`config.mk`:
```
export PLATFORM = sky130hd
export DESIGN_NAME = avmm_mux_top
export DESIGN_NICKNAME = d
export VERILOG_FILES = /design/src/hw/avmm_bus_pkg.sv /design/src/hw/avmm_map_pkg.sv /design/src/hw/avmm_host_port.sv /design/src/hw/avmm_target_port.sv /design/src/hw/avmm_mux_top.sv
export VERILOG_INCLUDE_DIRS = /design/src /design/src/hw
export SDC_FILE = /design/constraint.sdc
export NUM_CORES = 1
export LEC_CHECK = 0
export BUFFER_PORTS_ARGS = -buffer_cell sky130_fd_sc_hd__buf_4
export CORE_AREA = 2 2 210 212
export DETAILED_ROUTE_END_ITERATION = 10
export DIE_AREA = 0 0 212 214
export GPL_TIMING_DRIVEN = 0
export PLACE_DENSITY = 0.67
export REMOVE_ABC_BUFFERS = 1
export SLEW_MARGIN = 40
export SYNTH_ARGS = -nofsm -noshare
export SYNTH_HDL_FRONTEND = slang
export SYNTH_SLANG_ARGS = --single-unit
```
`constraint.sdc`:
```
create_clock -name clk -period 8.2 [get_ports clk]
set_input_delay 1.23 -clock clk [delete_from_list [all_inputs] [get_ports clk]]
set_output_delay 1.23 -clock clk [all_outputs]
set_load 0.02 [all_outputs]
```
`src/hw/avmm_mux_defs.svh`:
```
// Avalon-MM 1-to-4 bridge constants
// Bus widths, target port count, address windows and response codes
`ifndef AVMM_MUX_DEFS_SVH
`define AVMM_MUX_DEFS_SVH

// ----------------------------------------------------------
// Bus widths
// ----------------------------------------------------------
`define AVMM_ADDR_W     32
`define AVMM_DATA_W     32
`define AVMM_BEN_W      (`AVMM_DATA_W / 8)
`define AVMM_RESP_W     2

// ----------------------------------------------------------
// Target ports and their inclusive address windows
// ----------------------------------------------------------
`define AVMM_N_PORTS    4

`define AVMM_WIN0_LO    32'h0000_0000
`define AVMM_WIN0_HI    32'h0000_01FF
`define AVMM_WIN1_LO    32'h0000_0200
`define AVMM_WIN1_HI    32'h0000_02FF
`define AVMM_WIN2_LO    32'h0000_0300
`define AVMM_WIN2_HI    32'h0000_03FF
`define AVMM_WIN3_LO    32'h0000_0400
`define AVMM_WIN3_HI    32'hFFFF_FFFF

// Avalon response encodings
`define AVMM_RESP_OKAY   2'b00
`define AVMM_RESP_SLVERR 2'b10

`endif

```
`src/hw/avmm_bus_pkg.sv`:
```
// Avalon-MM bus types
// Vector types for the address, data, byte enable and response fields

`include "avmm_mux_defs.svh"

package avmm_bus_pkg;

    // Byte address on both sides of the bridge
    typedef logic [`AVMM_ADDR_W-1:0] addr_t;

    // One data word, read or write
    typedef logic [`AVMM_DATA_W-1:0] data_t;

    // One enable bit per byte lane of data_t
    typedef logic [`AVMM_BEN_W-1:0] ben_t;

    // Response code carried back with read data and write responses
    typedef logic [`AVMM_RESP_W-1:0] resp_t;

endpackage

```
`src/hw/avmm_map_pkg.sv`:
```
// Avalon-MM bridge port map types
// Target port index and the host and target state machine encodings

`include "avmm_mux_defs.svh"

package avmm_map_pkg;

    // Selects one of the downstream target ports
    typedef logic [$clog2(`AVMM_N_PORTS)-1:0] port_idx_t;

    // Upstream side: waiting for a command, stalled on a target, completing
    typedef enum logic [1:0] {
        HOST_IDLE = 2'd0,
        HOST_BUSY = 2'd1,
        HOST_DONE = 2'd2
    } host_state_t;

    // Downstream side: idle, holding the command, waiting for the answer
    typedef enum logic [1:0] {
        TGT_IDLE = 2'd0,
        TGT_CMD  = 2'd1,
        TGT_WAIT = 2'd2
    } target_state_t;

endpackage

```
`src/hw/avmm_host_port.sv`:
```
// Upstream Avalon-MM port of the 1-to-4 bridge
// Decodes the address to a target port, registers the command and stalls
// the host with waitrequest until the chosen target reports done

`include "avmm_mux_defs.svh"

module avmm_host_port (
    input  logic                        clk,
    input  logic                        rstn,
    input  logic                        avs_chipselect,
    input  logic                        avs_read,
    input  logic                        avs_write,
    input  avmm_bus_pkg::addr_t         avs_address,
    input  avmm_bus_pkg::data_t         avs_writedata,
    input  avmm_bus_pkg::ben_t          avs_byteenable,
    output logic                        avs_waitrequest,
    output avmm_bus_pkg::data_t         avs_readdata,
    output logic                        avs_readdatavalid,
    output avmm_bus_pkg::resp_t         avs_response,
    output logic                        avs_writeresponsevalid,
    output logic [`AVMM_N_PORTS-1:0]    req,
    output logic                        cmd_read,
    output avmm_bus_pkg::addr_t         cmd_address,
    output avmm_bus_pkg::data_t         cmd_writedata,
    output avmm_bus_pkg::ben_t          cmd_byteenable,
    input  logic [`AVMM_N_PORTS-1:0]    done,
    input  avmm_bus_pkg::data_t         done_readdata [`AVMM_N_PORTS],
    input  avmm_bus_pkg::resp_t         done_response [`AVMM_N_PORTS]
);
    import avmm_bus_pkg::*;
    import avmm_map_pkg::*;

    localparam addr_t WIN_LO [`AVMM_N_PORTS] = '{
        `AVMM_WIN0_LO, `AVMM_WIN1_LO, `AVMM_WIN2_LO, `AVMM_WIN3_LO
    };
    localparam addr_t WIN_HI [`AVMM_N_PORTS] = '{
        `AVMM_WIN0_HI, `AVMM_WIN1_HI, `AVMM_WIN2_HI, `AVMM_WIN3_HI
    };

    host_state_t                state;
    port_idx_t                  dec_idx;
    port_idx_t                  port_idx;
    logic                       accept;
    logic [`AVMM_N_PORTS-1:0]   sel_mask;
    logic                       sel_done;

    // ----------------------------------------------------------
    // Address decode
    // ----------------------------------------------------------

    // Walk the windows from the top so the lowest matching port wins
    always_comb begin
        dec_idx = '0;
        for (int i = `AVMM_N_PORTS - 1; i >= 0; i--) begin
            if (avs_address >= WIN_LO[i] && avs_address <= WIN_HI[i]) begin
                dec_idx = port_idx_t'(i);
            end
        end
    end

    assign accept   = avs_chipselect && (avs_read || avs_write) && !avs_waitrequest;
    assign sel_mask = {{(`AVMM_N_PORTS-1){1'b0}}, 1'b1} << port_idx;
    assign sel_done = |(done & sel_mask);

    // ----------------------------------------------------------
    // Control FSM
    // ----------------------------------------------------------

    // The completion cycle already shows waitrequest low, so a new command
    // may be taken in HOST_DONE just as in HOST_IDLE
    always_ff @(posedge clk or negedge rstn) begin
        if (!rstn) begin
            state                  <= HOST_IDLE;
            avs_waitrequest        <= 1'b1;
            avs_readdatavalid      <= 1'b0;
            avs_writeresponsevalid <= 1'b0;
            req                    <= '0;
        end else begin
            req <= '0;
            case (state)
                HOST_IDLE, HOST_DONE: begin
                    avs_readdatavalid      <= 1'b0;
                    avs_writeresponsevalid <= 1'b0;
                    if (accept) begin
                        avs_waitrequest <= 1'b1;
                        req             <= {{(`AVMM_N_PORTS-1){1'b0}}, 1'b1} << dec_idx;
                        state           <= HOST_BUSY;
                    end else begin
                        avs_waitrequest <= 1'b0;
                        state           <= HOST_IDLE;
                    end
                end
                HOST_BUSY: begin
                    if (sel_done) begin
                        avs_waitrequest        <= 1'b0;
                        avs_readdatavalid      <= cmd_read;
                        avs_writeresponsevalid <= !cmd_read;
                        state                  <= HOST_DONE;
                    end
                end
                default: begin
                    state <= HOST_IDLE;
                end
            endcase
        end
    end

    // ----------------------------------------------------------
    // Command and response registers
    // ----------------------------------------------------------
    always_ff @(posedge clk) begin
        if (accept) begin
            port_idx       <= dec_idx;
            cmd_read       <= avs_read;
            cmd_address    <= avs_address;
            cmd_writedata  <= avs_writedata;
            cmd_byteenable <= avs_byteenable;
        end
        if (state == HOST_BUSY && sel_done) begin
            avs_response <= done_response[port_idx];
            if (cmd_read) begin
                avs_readdata <= done_readdata[port_idx];
            end
        end
    end

    // Only one completion strobe at a time towards the host
    a_valid_excl: assert property (@(posedge clk) disable iff (!rstn)
        !(avs_readdatavalid && avs_writeresponsevalid))
        else $error("read and write completion valid high together");

    a_no_accept_busy: assert property (@(posedge clk) disable iff (!rstn)
        accept |-> (state != HOST_BUSY))
        else $error("command accepted while a transaction is outstanding");

    // A target may only finish the transaction it was handed
    a_done_from_sel: assert property (@(posedge clk) disable iff (!rstn)
        (|done) |-> (state == HOST_BUSY) && (done == sel_mask))
        else $error("done from a port that holds no command");

endmodule

```
`src/hw/avmm_target_port.sv`:
```
// Downstream Avalon-MM port of the 1-to-4 bridge
// Issues one command from the host port, holds it through waitrequest
// and returns the read data or write response with a done pulse

`include "avmm_mux_defs.svh"

module avmm_target_port (
    input  logic                clk,
    input  logic                rstn,
    input  logic                req,
    input  logic                cmd_read,
    input  avmm_bus_pkg::addr_t cmd_address,
    input  avmm_bus_pkg::data_t cmd_writedata,
    input  avmm_bus_pkg::ben_t  cmd_byteenable,
    output logic                avm_chipselect,
    output logic                avm_read,
    output logic                avm_write,
    output avmm_bus_pkg::addr_t avm_address,
    output avmm_bus_pkg::data_t avm_writedata,
    output avmm_bus_pkg::ben_t  avm_byteenable,
    input  logic                avm_waitrequest,
    input  avmm_bus_pkg::data_t avm_readdata,
    input  logic                avm_readdatavalid,
    input  avmm_bus_pkg::resp_t avm_response,
    input  logic                avm_writeresponsevalid,
    output logic                done,
    output avmm_bus_pkg::data_t done_readdata,
    output avmm_bus_pkg::resp_t done_response
);
    import avmm_map_pkg::*;

    target_state_t  state;
    logic           answer;

    // The host keeps cmd_read steady until done, so it still tells
    // which kind of answer to wait for
    assign answer = cmd_read ? avm_readdatavalid : avm_writeresponsevalid;

    // ----------------------------------------------------------
    // Control FSM
    // ----------------------------------------------------------
    always_ff @(posedge clk or negedge rstn) begin
        if (!rstn) begin
            state          <= TGT_IDLE;
            avm_chipselect <= 1'b0;
            avm_read       <= 1'b0;
            avm_write      <= 1'b0;
            done           <= 1'b0;
        end else begin
            done <= 1'b0;
            case (state)
                TGT_IDLE: begin
                    if (req) begin
                        avm_chipselect <= 1'b1;
                        avm_read       <= cmd_read;
                        avm_write      <= !cmd_read;
                        state          <= TGT_CMD;
                    end
                end
                TGT_CMD: begin
                    // Command taken by the target once waitrequest is low
                    if (!avm_waitrequest) begin
                        avm_read  <= 1'b0;
                        avm_write <= 1'b0;
                        state     <= TGT_WAIT;
                    end
                end
                TGT_WAIT: begin
                    if (answer) begin
                        avm_chipselect <= 1'b0;
                        done           <= 1'b1;
                        state          <= TGT_IDLE;
                    end
                end
                default: begin
                    state <= TGT_IDLE;
                end
            endcase
        end
    end

    // ----------------------------------------------------------
    // Command and answer payload
    // ----------------------------------------------------------
    always_ff @(posedge clk) begin
        if (state == TGT_IDLE && req) begin
            avm_address    <= cmd_address;
            avm_writedata  <= cmd_writedata;
            avm_byteenable <= cmd_byteenable;
        end
        if (state == TGT_WAIT && answer) begin
            done_response <= avm_response;
            if (cmd_read) begin
                done_readdata <= avm_readdata;
            end
        end
    end

    a_rw_excl: assert property (@(posedge clk) disable iff (!rstn)
        !(avm_read && avm_write))
        else $error("avm_read and avm_write high together");

    // A stalled command must not change under the target
    a_cmd_stable: assert property (@(posedge clk) disable iff (!rstn)
        (avm_read || avm_write) && avm_waitrequest |=>
            $stable({avm_read, avm_write, avm_address, avm_writedata, avm_byteenable}))
        else $error("command changed while waitrequest was high");

endmodule

```
`src/hw/avmm_mux_top.sv`:
```
// Avalon-MM 1-to-4 bridge top level
// One host port feeding four target ports, one per address window

`include "avmm_mux_defs.svh"

module avmm_mux_top (
    input  logic                        clk,
    input  logic                        rstn,
    // Upstream slave side
    input  logic                        avs_chipselect,
    input  logic                        avs_read,
    input  logic                        avs_write,
    input  avmm_bus_pkg::addr_t         avs_address,
    input  avmm_bus_pkg::data_t         avs_writedata,
    input  avmm_bus_pkg::ben_t          avs_byteenable,
    output logic                        avs_waitrequest,
    output avmm_bus_pkg::data_t         avs_readdata,
    output logic                        avs_readdatavalid,
    output avmm_bus_pkg::resp_t         avs_response,
    output logic                        avs_writeresponsevalid,
    // Downstream master side, indexed by target port
    output logic [`AVMM_N_PORTS-1:0]    avm_chipselect,
    output logic [`AVMM_N_PORTS-1:0]    avm_read,
    output logic [`AVMM_N_PORTS-1:0]    avm_write,
    output avmm_bus_pkg::addr_t         avm_address [`AVMM_N_PORTS],
    output avmm_bus_pkg::data_t         avm_writedata [`AVMM_N_PORTS],
    output avmm_bus_pkg::ben_t          avm_byteenable [`AVMM_N_PORTS],
    input  logic [`AVMM_N_PORTS-1:0]    avm_waitrequest,
    input  avmm_bus_pkg::data_t         avm_readdata [`AVMM_N_PORTS],
    input  logic [`AVMM_N_PORTS-1:0]    avm_readdatavalid,
    input  avmm_bus_pkg::resp_t         avm_response [`AVMM_N_PORTS],
    input  logic [`AVMM_N_PORTS-1:0]    avm_writeresponsevalid
);
    import avmm_bus_pkg::*;

    // Shared command bundle and per-port completion lines
    logic [`AVMM_N_PORTS-1:0]   req;
    logic                       cmd_read;
    addr_t                      cmd_address;
    data_t                      cmd_writedata;
    ben_t                       cmd_byteenable;
    logic [`AVMM_N_PORTS-1:0]   done;
    data_t                      done_readdata [`AVMM_N_PORTS];
    resp_t                      done_response [`AVMM_N_PORTS];

    avmm_host_port u_host (
        .clk                    (clk),
        .rstn                   (rstn),
        .avs_chipselect         (avs_chipselect),
        .avs_read               (avs_read),
        .avs_write              (avs_write),
        .avs_address            (avs_address),
        .avs_writedata          (avs_writedata),
        .avs_byteenable         (avs_byteenable),
        .avs_waitrequest        (avs_waitrequest),
        .avs_readdata           (avs_readdata),
        .avs_readdatavalid      (avs_readdatavalid),
        .avs_response           (avs_response),
        .avs_writeresponsevalid (avs_writeresponsevalid),
        .req                    (req),
        .cmd_read               (cmd_read),
        .cmd_address            (cmd_address),
        .cmd_writedata          (cmd_writedata),
        .cmd_byteenable         (cmd_byteenable),
        .done                   (done),
        .done_readdata          (done_readdata),
        .done_response          (done_response)
    );

    for (genvar g = 0; g < `AVMM_N_PORTS; g++) begin : g_tgt
        avmm_target_port u_tgt (
            .clk                    (clk),
            .rstn                   (rstn),
            .req                    (req[g]),
            .cmd_read               (cmd_read),
            .cmd_address            (cmd_address),
            .cmd_writedata          (cmd_writedata),
            .cmd_byteenable         (cmd_byteenable),
            .avm_chipselect         (avm_chipselect[g]),
            .avm_read               (avm_read[g]),
            .avm_write              (avm_write[g]),
            .avm_address            (avm_address[g]),
            .avm_writedata          (avm_writedata[g]),
            .avm_byteenable         (avm_byteenable[g]),
            .avm_waitrequest        (avm_waitrequest[g]),
            .avm_readdata           (avm_readdata[g]),
            .avm_readdatavalid      (avm_readdatavalid[g]),
            .avm_response           (avm_response[g]),
            .avm_writeresponsevalid (avm_writeresponsevalid[g]),
            .done                   (done[g]),
            .done_readdata          (done_readdata[g]),
            .done_response          (done_response[g])
        );
    end

endmodule

```
==> results of run 1 <==
-- placed cells by master, fill, tap and decap left out, types with 3 or more instances in the layout --
| cell | netlist | layout |
|---|---|---|
| a21o_1 | 4 | 4 |
| a2bb2oi_1 | 8 | 8 |
| buf_16 | 0 | 10 |
| buf_2 | 3 | 5 |
| buf_4 | 12 | 548 |
| buf_6 | 1 | 8 |
| buf_8 | 0 | 15 |
| bufinv_16 | 0 | 5 |
| clkbuf_1 | 6 | 10 |
| clkbuf_16 | 0 | 52 |
| clkinv_1 | 0 | 7 |
| clkinv_2 | 0 | 13 |
| dfrtp_1 | 32 | 32 |
| edfxtp_1 | 513 | 513 |
| inv_1 | 7 | 7 |
| mux2i_1 | 7 | 7 |
| mux4_2 | 35 | 35 |
| nand2_1 | 20 | 20 |
| nand2b_1 | 14 | 14 |
| nor2_1 | 16 | 8 |
| nor2_4 | 0 | 8 |
| nor2b_1 | 3 | 3 |
| nor4_1 | 8 | 8 |
| o21ai_0 | 14 | 14 |
| o22ai_1 | 6 | 6 |
-- synthesized netlist by cell type (all sizes together), types with 2 or more instances --
cell type  instances
nand2             20
nand3              2
edfxtp           513
mux2i              7
nor2b              5
mux2               2
nor2              16
nand2b            14
mux4              35
buf               19
nor4               8
clkbuf             7
inv                7
a2bb2oi            8
o21ai             14
o22ai              6
a21o               4
and2               2
dfrtp             32
-- logic make-up (layout without fill, tap and decap cells) --
| group | after synthesis | count (layout) | share of synthesized area [%] |
|---|---|---|---|
| compound gates | 34 | 34 | 1.238 |
| buf+inv | 33 | 687 | 1.014 |
| flops | 546 | 546 | 90.73 |
| mux | 44 | 44 | 4.924 |
| other cells | 0 | 2 | 0 |
| simple gates | 71 | 71 | 2.091 |
-- stage by stage --
step | hold WS (ns) | area, µm² | setup WS, ns
2_1_floorplan | 0.4587 | 17730 | 1.152
3_3_place_gp | 0.4630 | 22530 | -2.618
3_5_place_dp | 0.4773 | 23260 | 4.642
4_1_cts | 0.4922 | 24920 | 5.262
5_1_grt | 0.5043 | 24930 | 5.087
6_report | 0.4904 | 24930 | 5.280
-- power by group --
group	switching, µW	internal [µW]	leakage (µW)	total (µW)
clock network	998	1340	0.000820	2340
registers	100	3270	0.00505	3370
logic	276	220	0.00347	495
total	1370	4830	0.00934	6200
-- state kept, by name, summed over array words and instances, names as in the netlist, 2 cells and up --
signal / cells
g_tgt.u_tgt.avm_address: 128
g_tgt.u_tgt.avm_writedata: 128
g_tgt.u_tgt.done_readdata: 128
u_host.avs_readdata: 32
u_host.cmd_address: 32
u_host.cmd_writedata: 32
g_tgt.u_tgt.avm_byteenable: 16
g_tgt.u_tgt.done_response: 8
g_tgt.u_tgt.state: 8
g_tgt.u_tgt.avm_chipselect: 4
g_tgt.u_tgt.avm_read: 4
g_tgt.u_tgt.avm_write: 4
g_tgt.u_tgt.done: 4
u_host.cmd_byteenable: 4
u_host.req: 4
u_host.avs_response: 2
u_host.port_idx: 2
u_host.state: 2
-- critical path: cells and delay by family --
family        cells  cell delay (ns)
buf+inv           8             1.60
simple gates      2             0.36
-- path summary, 6_finish.rpt --
kind | slack [ns] | from | endpoint | cells after the start
max | 5.28 | avs_read | u_host.cmd_writedata[16]$_DFFE_PP_ | 10
min | 0.49 | u_host.cmd_writedata[14]$_DFFE_PP_ | g_tgt[0].u_tgt.avm_writedata[14]$_DFFE_PP_ | 0
max reg2reg | 5.66 | u_host.avs_waitrequest$_DFFE_PN1P_ | u_host.cmd_writedata[16]$_DFFE_PP_ | 8
min reg2reg | 0.49 | u_host.cmd_writedata[14]$_DFFE_PP_ | g_tgt[0].u_tgt.avm_writedata[14]$_DFFE_PP_ | 0
max in group asynchronous | 7.27 | rstn | u_host.avs_waitrequest$_DFFE_PN1P_ | 1
min in group asynchronous | 0.59 | rstn | g_tgt[0].u_tgt.avm_read$_DFFE_PN0P_ | 1
-- per-layer routing --
metal	track usage, %	vias up	routed length [µm]
met4	8.192	0	1447
met2	33.96	449	23110
met5	0	-	0
met1	22.46	4554	16510
li1	-	4160	-
met3	7.433	76	4580
-- area by class of cell --
| cell class | instances | area, µm² |
|---|---|---|
| fill | 3053 | 17960 |
| clock inverter | 30 | 291.5 |
| tap | 585 | 732.0 |
| timing repair buffer | 586 | 4730 |
| antenna | 2 | 5.005 |
| multi-input combinational | 149 | 1544 |
| inverter | 7 | 26.28 |
| sequential | 546 | 16230 |
| clock buffer | 64 | 1366 |
==> impl_metrics.env, run 1 <==
export IMPL_syn_area_mm2=0.01789
export IMPL_num_io_pins=542
export IMPL_synth_seq_cells=546
export IMPL_drt_iter0_drc=521
export IMPL_grt_pass1_vias=9602
export IMPL_core_mm2=0.04289
export IMPL_post_synth_inst_count=728
export IMPL_cts_root_buf="clkbuf_16"
export IMPL_yosysTopAreaCell="edfxtp_1"
export IMPL_fp_row_count=76
export IMPL_synth_edf_count=513
export IMPL_total_power_uw=6203
export IMPL_crit_path_max_incr_delay_ns=0.32
export IMPL_fp_dieW_um=212
export IMPL_ys_seq_area_share_pct=90.73
export IMPL_critPathCaptureType="flop"
export IMPL_cts_tree="built"
export IMPL_path_cells="buf_4 -> nor2_1 -> nor3b_2 -> buf_4 -> buf_2 -> buf_2 -> buf_2 -> buf_4 -> buf_4 -> buf_4"
export IMPL_clock_sinks=546
export IMPL_cts_buffer_depth=3
export IMPL_wl_per_cell_um=23.19
export IMPL_path_class="in2reg"
export IMPL_status="complete, no violations"
export IMPL_crit_arrival_ns=3.21
export IMPL_max_slew_margin_pct=55.03
export IMPL_setup_viol=0
export IMPL_clk_latency_ns=0.58
export IMPL_vias=9239
export IMPL_power_density_mw_per_mm2=248.9
export IMPL_dieArea_mm2=0.04537
export IMPL_drv_slew=0
export IMPL_cts_buffers=52
export IMPL_p_leak_uw=0.009343
export IMPL_start_kind="input port"
export IMPL_required_ns=8.49
export IMPL_layout_cells_non_filler=1969
export IMPL_syn_to_final_growth_pct=39.33
export IMPL_cp_common_cell="buf_4"
export IMPL_gp_congestion=0.7916
export IMPL_start_util_pct=41.71
export IMPL_dp_hpwl_mm=35.03
export IMPL_syn_area_per_cell_um2=24.57
export IMPL_place_inst=1873
export IMPL_grt_pass1_wl_mm=64.79
export IMPL_hold_class="reg2reg"
export IMPL_antenna_found_initial=2
export IMPL_drv_cap=0
export IMPL_path_clk_slew_ns=0.07
export IMPL_rsz0062_at_grt="false"
export IMPL_avgViaCountPerCell=4.692
export IMPL_fmax_ghz=0.3425
export IMPL_drtPass1Iterations=5
export IMPL_track_usage_pct=19.91
export IMPL_ys_top_cells_by_area="edfxtp_1, dfrtp_1, mux4_2"
export IMPL_drc_errors=0
export IMPL_min_period_ns=2.920
export IMPL_finalClockSkew_ns=0.01150
export IMPL_cpMaxStageDelayCell="nor3b_2"
export IMPL_routed_wl_mm=45.66
export IMPL_ys_flop_type="edfxtp_1"
export IMPL_async_flop_share_pct=6.044
export IMPL_path_max_fanout=9
export IMPL_die_y_um=214
export IMPL_synth_top_area_share_pct=86.11
export IMPL_hold_violations=0
export IMPL_port_buffers=541
export IMPL_grt_overflow_total=0
export IMPL_ctsResizeCount=0
export IMPL_setup_tns_ns=0
export IMPL_postCtsSetupBuffers=0
export IMPL_grt_max_degree=34
export IMPL_tightest_slew_ns=0.6684
export IMPL_layout_drive_gt1_share_pct=51.59
export IMPL_finalCoreUtilization_pct=58.12
export IMPL_ctsHtreeMaxLevel=2
export IMPL_synth_cell_types=31
export IMPL_ant_nets=0
export IMPL_final_nets=1563
export IMPL_post_route_period_util_pct=35.61
export IMPL_peakVddDrop_mv=0.1767
export IMPL_ys_warn_count=0
export IMPL_hold_buffers=0
No activity file was read; power rests on OpenSTA's default activity.
==> inputs of run 2 (changes only) <==
ABC_AREA = 1   (was default)
PLACE_DENSITY = 0.66   (was 0.67)
clock period = 2.7 ns   (was 8.2 ns; I/O delays follow)
==> impl_metrics.env, run 2 <==
export IMPL_synth_cell_types=17
export IMPL_clock_sinks=546
export IMPL_syn_area_mm2=0.01777
export IMPL_regToRegEndpoint="u_host.avs_readdata[5]$_DFFE_PP_"
export IMPL_layout_commonest_cell="buf_4"
export IMPL_antenna_found_initial=3
export IMPL_synth_top_family_by_area="simple AND/OR/NAND/NOR gates"
export IMPL_critPathCaptureType="flop"
export IMPL_avgViaCountPerCell=4.781
export IMPL_crit_arrival_ns=2.69
export IMPL_required_ns=2.97
export IMPL_cts_buffer_depth=3
export IMPL_intPower_uw=14680
export IMPL_synth_compound_area_share_pct=2.590
export IMPL_dieArea_mm2=0.04537
export IMPL_holdPathEnd="g_tgt[1].u_tgt.state[0]$_DFFE_PN0P_"
export IMPL_holdWs_ns=0.03636
export IMPL_vias=11030
export IMPL_r2r_start="u_host.port_idx[0]$_DFFE_PP_"
export IMPL_setup_viol=0
export IMPL_fp_row_count=76
export IMPL_drv_cap=0
export IMPL_layout_drive_gt1_share_pct=38.90
export IMPL_min_period_ns=2.420
export IMPL_cts_buffers=54
export IMPL_final_nets=1897
export IMPL_yosysTopAreaCell="edfxtp_1"
export IMPL_p_sw_share_pct=22.66
export IMPL_track_usage_pct=22.44
export IMPL_path_max_fanout=35
export IMPL_pwr_share_seq_pct=53.8
export IMPL_crit_path_max_incr_delay_ns=0.49
export IMPL_grt_pass1_wl_mm=74.38
export IMPL_ctsHtreeMaxLevel=2
export IMPL_grt_pass1_vias=11480
export IMPL_muxShareOfSynthArea_pct=0
export IMPL_cts_root_buf="clkbuf_16"
export IMPL_p_switching_uw=4301
export IMPL_p_leak_uw=0.01029
export IMPL_final_cell_mix="buf_4, edfxtp_1, dlygate4sd3_1, nand2_1, clkbuf_16"
export IMPL_ant_nets=0
export IMPL_start_kind="flop"
export IMPL_start_util_pct=41.45
export IMPL_finalClockSkew_ns=0.02605
export IMPL_post_route_period_util_pct=89.65
export IMPL_hold_class="in2reg"
export IMPL_synth_fa_ha_area_share_pct=0
export IMPL_path_class="reg2reg"
export IMPL_ys_flop_type="edfxtp_1"
export IMPL_drtPass1Iterations=5
export IMPL_total_power_uw=18980
export IMPL_grt_max_degree=51
export IMPL_cpMaxStageDelayCell="edfxtp_1"
export IMPL_routed_wl_mm=51.56
export IMPL_synth_xor_area_share_pct=0
export IMPL_tightest_slew_ns=0.8231
export IMPL_rsz0062_at_grt="false"
export IMPL_die_y_um=214
export IMPL_ys_warn_count=0
export IMPL_cts_tree="built"
export IMPL_synth_seq_cells=546
export IMPL_yosysMostFrequentCell="edfxtp_1"
export IMPL_power_density_mw_per_mm2=712.6
export IMPL_syn_area_per_cell_um2=20.57
export IMPL_yosys_top_cells_count="edfxtp_1, nand2_1, a22oi_1"
export IMPL_ys_top_cells_by_area="edfxtp_1, dfrtp_1, nand2_1"
export IMPL_ys_seq_area_share_pct=91.32
export IMPL_startpoint="u_host.port_idx[0]$_DFFE_PP_"
export IMPL_top_regs="g_tgt.u_tgt.avm_address x128, g_tgt.u_tgt.avm_writedata x128, g_tgt.u_tgt.done_readdata x128"
export IMPL_path_clk_slew_ns=0.06
export IMPL_peakVddDrop_mv=0.5692
export IMPL_holdPathStages=3
export IMPL_setup_tns_ns=0
export IMPL_wl_per_cell_um=22.35
export IMPL_drv_slew=0
export IMPL_synth_top_area_share_pct=86.67
export IMPL_post_synth_inst_count=864
export IMPL_pwr_share_comb_pct=9.2
export IMPL_path_cells="nand2_1 -> inv_4 -> nand2_1 -> nand2_1 -> nor2_2 -> nor2_4 -> nand2_1 -> inv_2 -> buf_12"
export IMPL_max_slew_margin_pct=44.54
export IMPL_clk_latency_ns=0.59
export IMPL_dp_hpwl_mm=34.80
export IMPL_status="complete, no violations"
export IMPL_syn_to_final_growth_pct=49.86
export IMPL_drt_iter0_drc=715
export IMPL_num_io_pins=542
export IMPL_gp_congestion=0.8596
export IMPL_fp_dieW_um=212
export IMPL_hold_violations=0
export IMPL_grt_overflow_total=0
export IMPL_port_buffers=541
export IMPL_fmax_ghz=0.4131
export IMPL_synth_edf_count=513
export IMPL_p_clk_share_pct=36.9
export IMPL_rrSetupSlack_ns=0.28
export IMPL_yosys_area_share_simple_pct=4.477
export IMPL_cp_common_cell="nand2_1"
export IMPL_r2r_cells=9
export IMPL_hold_start="avm_waitrequest[1]"
export IMPL_core_mm2=0.04289
export IMPL_drc_errors=0
export IMPL_async_flop_share_pct=6.044
-- run 2: how the worst max path moves through the flow --
stage | slack (ns) | to
after global placement | -3.00 | g_tgt[3].u_tgt.done_readdata[19]$_DFFE_PP_
after CTS | 0.05 | u_host.avs_readdata[5]$_DFFE_PP_
after floorplan | -0.70 | g_tgt[2].u_tgt.done_readdata[0]$_DFFE_PP_
after global routing | 0.13 | u_host.avs_readdata[5]$_DFFE_PP_
final | 0.28 | u_host.avs_readdata[5]$_DFFE_PP_
after detailed placement | -0.08 | g_tgt[2].u_tgt.done_readdata[5]$_DFFE_PP_
-- run 2: final cells by class --
class	instances	area [µm²]
Inverter	35	158.9
Clock buffer	74	1489
Clock inverter	26	167.7
Multi-Input combinational cell	258	1281
Timing Repair Buffer	781	6571
Sequential cell	546	16230
Tap cell	585	732.0
Antenna cell	2	5.005
Fill cell	2920	16250
-- run 2: power by group through the flow --
stage,clock [µW],combinational (µW),sequential (µW)
3_3_place_gp,0,1390,10400
3_5_place_dp,0,1480,10400
2_1_floorplan,0,327,10600
6_report,7010,1750,10200
4_1_cts,7110,1750,10200
5_1_grt,7460,1870,10300
-- run 2: layer usage --
layer,vias to the layer above,share of wire [%],global-route usage (%)
met5,-,0.021,0
met4,2,2.4,6.643
met3,85,9.3,6.568
met2,595,51,39.55
met1,5433,37,26.48
li1,4914,-,-
-- run 2: worst max-delay path, delay by kind of cell (launching register included) --
family	cells	cell delay, ns
buffers and inverters	3	0.87
and+or+nand+nor	6	0.68
DFF	1	0.49
-- run 2: kinds of logic (layout without fill, tap and decap cells) --
logic type / after synthesis / count (layout)
simple gates: 191 / 191
flops: 546 / 546
compound gates: 67 / 67
other cells: 0 / 2
buf+inv: 60 / 916
-- run 2: stage by stage --
step | instance area, µm² | worst slack, ns | util [%] | std cells
3_3_place_gp | 22410 | -3.003 | 52.26 | 1965
6_report | 26640 | 0.2795 | 62.11 | 2307
2_1_floorplan | 17620 | -0.6987 | - | 839
3_5_place_dp | 22920 | -0.08119 | 53.45 | 2000
4_1_cts | 26630 | 0.04521 | 62.09 | 2305
5_1_grt | 26640 | 0.1262 | 62.11 | 2307
-- run 2: timing repair --
item	in CTS	in global routing
hold buffers	204	0
buffers inserted	1	0
hold endpoints to repair	235	0
endpoints found under the setup margin	5	22
gates resized for setup	0	2
==> inputs of run 3 (changes only) <==
REMOVE_ABC_BUFFERS = default   (was 1)
SLEW_MARGIN = default   (was 40)
==> impl_metrics.env, run 3 (synthesized netlist as in run 2, its figures left out) <==
export IMPL_seq_area_mm2=0.01623
export IMPL_cts_buffer_depth=3
export IMPL_pwr_share_seq_pct=52.7
export IMPL_vias=11070
export IMPL_grt_pass1_wl_mm=74.20
export IMPL_routed_wl_mm=51.92
export IMPL_layout_commonest_cell="buf_4"
export IMPL_status="complete, no violations"
export IMPL_clock_sinks=546
export IMPL_fp_dieW_um=212
export IMPL_die_y_um=214
export IMPL_start_kind="flop"
export IMPL_num_io_pins=542
export IMPL_design_area_mm2=0.02671
export IMPL_layout_drive_gt1_share_pct=39.30
export IMPL_pwr_share_comb_pct=9.3
export IMPL_grt_overflow_total=0
export IMPL_multiInputGateArea_mm2=0.001282
export IMPL_fp_row_count=76
export IMPL_hold_violations=0
export IMPL_post_route_period_util_pct=99.50
export IMPL_min_period_ns=2.686
export IMPL_fmax_ghz=0.3722
export IMPL_drv_cap=0
export IMPL_start_util_pct=41.45
export IMPL_syn_to_final_growth_pct=50.25
export IMPL_core_mm2=0.04289
export IMPL_synth_fp_nets=1085
export IMPL_dieArea_mm2=0.04537
export IMPL_path_max_fanout=10
export IMPL_nFillCells=2918
export IMPL_clk_latency_ns=0.59
export IMPL_dp_hpwl_mm=34.74
export IMPL_finalClockSkew_ns=0.01556
export IMPL_power_density_mw_per_mm2=725.4
export IMPL_cts_tree="built"
export IMPL_finalCoreUtilization_pct=62.27
export IMPL_port_buffers=541
export IMPL_final_nets=1903
export IMPL_placed_area_mm2=0.02291
export IMPL_final_cell_mix="buf_4, edfxtp_1, dlygate4sd3_1, nand2_1, clkbuf_16"
export IMPL_critPathCaptureType="flop"
export IMPL_p_switching_uw=4386
export IMPL_drc_errors=0
export IMPL_max_slew_margin_pct=38.67
export IMPL_intPower_uw=14990
export IMPL_drt_iter0_drc=801
export IMPL_cts_buffers=52
export IMPL_p_leak_uw=0.01032
export IMPL_setup_viol=0
export IMPL_drv_slew=0
export IMPL_antenna_found_initial=7
export IMPL_hold_class="in2reg"
export IMPL_tightest_slew_ns=0.9149
export IMPL_cts_root_buf="clkbuf_16"
export IMPL_rsz0062_at_grt="true"
export IMPL_wl_per_cell_um=22.43
export IMPL_grt_max_degree=57
export IMPL_holdWs_ns=0.02672
export IMPL_required_ns=3.00
export IMPL_p_sw_share_pct=22.64
export IMPL_path_class="reg2reg"
export IMPL_avgViaCountPerCell=4.781
export IMPL_track_usage_pct=22.45
export IMPL_postCtsSetupBuffers=0
export IMPL_ctsHtreeMaxLevel=2
export IMPL_ant_nets=0
export IMPL_path_clk_slew_ns=0.06
export IMPL_peakVddDrop_mv=0.4671
export IMPL_top_regs="g_tgt.u_tgt.avm_address x128, g_tgt.u_tgt.avm_writedata x128, g_tgt.u_tgt.done_readdata x128"
export IMPL_crit_arrival_ns=2.98
export IMPL_grt_pass1_vias=11440
export IMPL_place_inst=2008
export IMPL_gp_congestion=0.8325
export IMPL_layout_cells_non_filler=2315
export IMPL_p_clk_share_pct=38.0
export IMPL_drtPass1Iterations=5
run 3: path summary, 6_finish.rpt:
path,from,endpoint,slack [ns],cells after the start
worst max-delay path,u_host.cmd_read$_DFFE_PP_,g_tgt[2].u_tgt.done_readdata[23]$_DFFE_PP_,0.01,6
worst min register to register,u_host.cmd_address[24]$_DFFE_PP_,g_tgt[1].u_tgt.avm_address[24]$_DFFE_PP_,0.49,0
min in group asynchronous,rstn,g_tgt[0].u_tgt.avm_read$_DFFE_PN0P_,0.31,2
max in group asynchronous,rstn,u_host.avs_waitrequest$_DFFE_PN1P_,2.06,2
worst max register to register,u_host.cmd_read$_DFFE_PP_,g_tgt[2].u_tgt.done_readdata[23]$_DFFE_PP_,0.01,6
worst min-delay path,avs_address[10],u_host.cmd_address[10]$_DFFE_PP_,0.03,1
run 3: metal layers:
| layer | global-route usage, % | part of all wire (%) | up-vias |
|---|---|---|---|
| li1 | - | - | 4924 |
| met1 | 26.32 | 36 | 5398 |
| met2 | 38.80 | 51 | 641 |
| met3 | 7.521 | 10 | 100 |
| met4 | 7.183 | 2.8 | 4 |
| met5 | 0 | 0.046 | - |
run 3: what timing repair did:
action,in CTS,in global routing
hold buffers,205,0
resized for setup,1,1
hold endpoints to repair,236,0
endpoints found under the setup margin,20,32
run 3: per-stage QoR:
step | setup slack (ns) | power [µW] | TNS (ns)
2_1_floorplan | -0.6812 | 10970 | -87.07
3_3_place_gp | -2.893 | 11850 | -649.67
3_5_place_dp | -0.001952 | 11930 | -0.01832
4_1_cts | -0.005040 | 19450 | -0.01574
5_1_grt | -0.1407 | 19970 | -2.039
6_report | 0.01361 | 19370 | 0
run 3: cell type report:
| class | instances | area share, % |
|---|---|---|
| clock buffer | 65 | 5.168 |
| antenna | 5 | 0.04685 |
| clock inverter | 32 | 1.284 |
| sequential | 546 | 60.78 |
| multi-input combinational | 258 | 4.802 |
| buffer | 25 | 0.5810 |
| timing repair buffer | 764 | 24.04 |
| inverter | 35 | 0.5529 |
| tap | 585 | 2.741 |
run 3: critical path, stage by stage (launching register included):
cell and delay [ns]:
edfxtp_1 0.45, buf_2 0.28, inv_1 0.25, nor3_2 0.80, buf_6 0.27, buf_6 0.17, buf_6 0.16
run 3: power groups by stage:
stage	Sequential [µW]	Clock (µW)	Combinational [µW]
6_report	10200	7360	1790
5_1_grt	10300	7790	1920
4_1_cts	10200	7440	1790
3_5_place_dp	10400	0	1530
3_3_place_gp	10400	0	1440
2_1_floorplan	10500	0	424
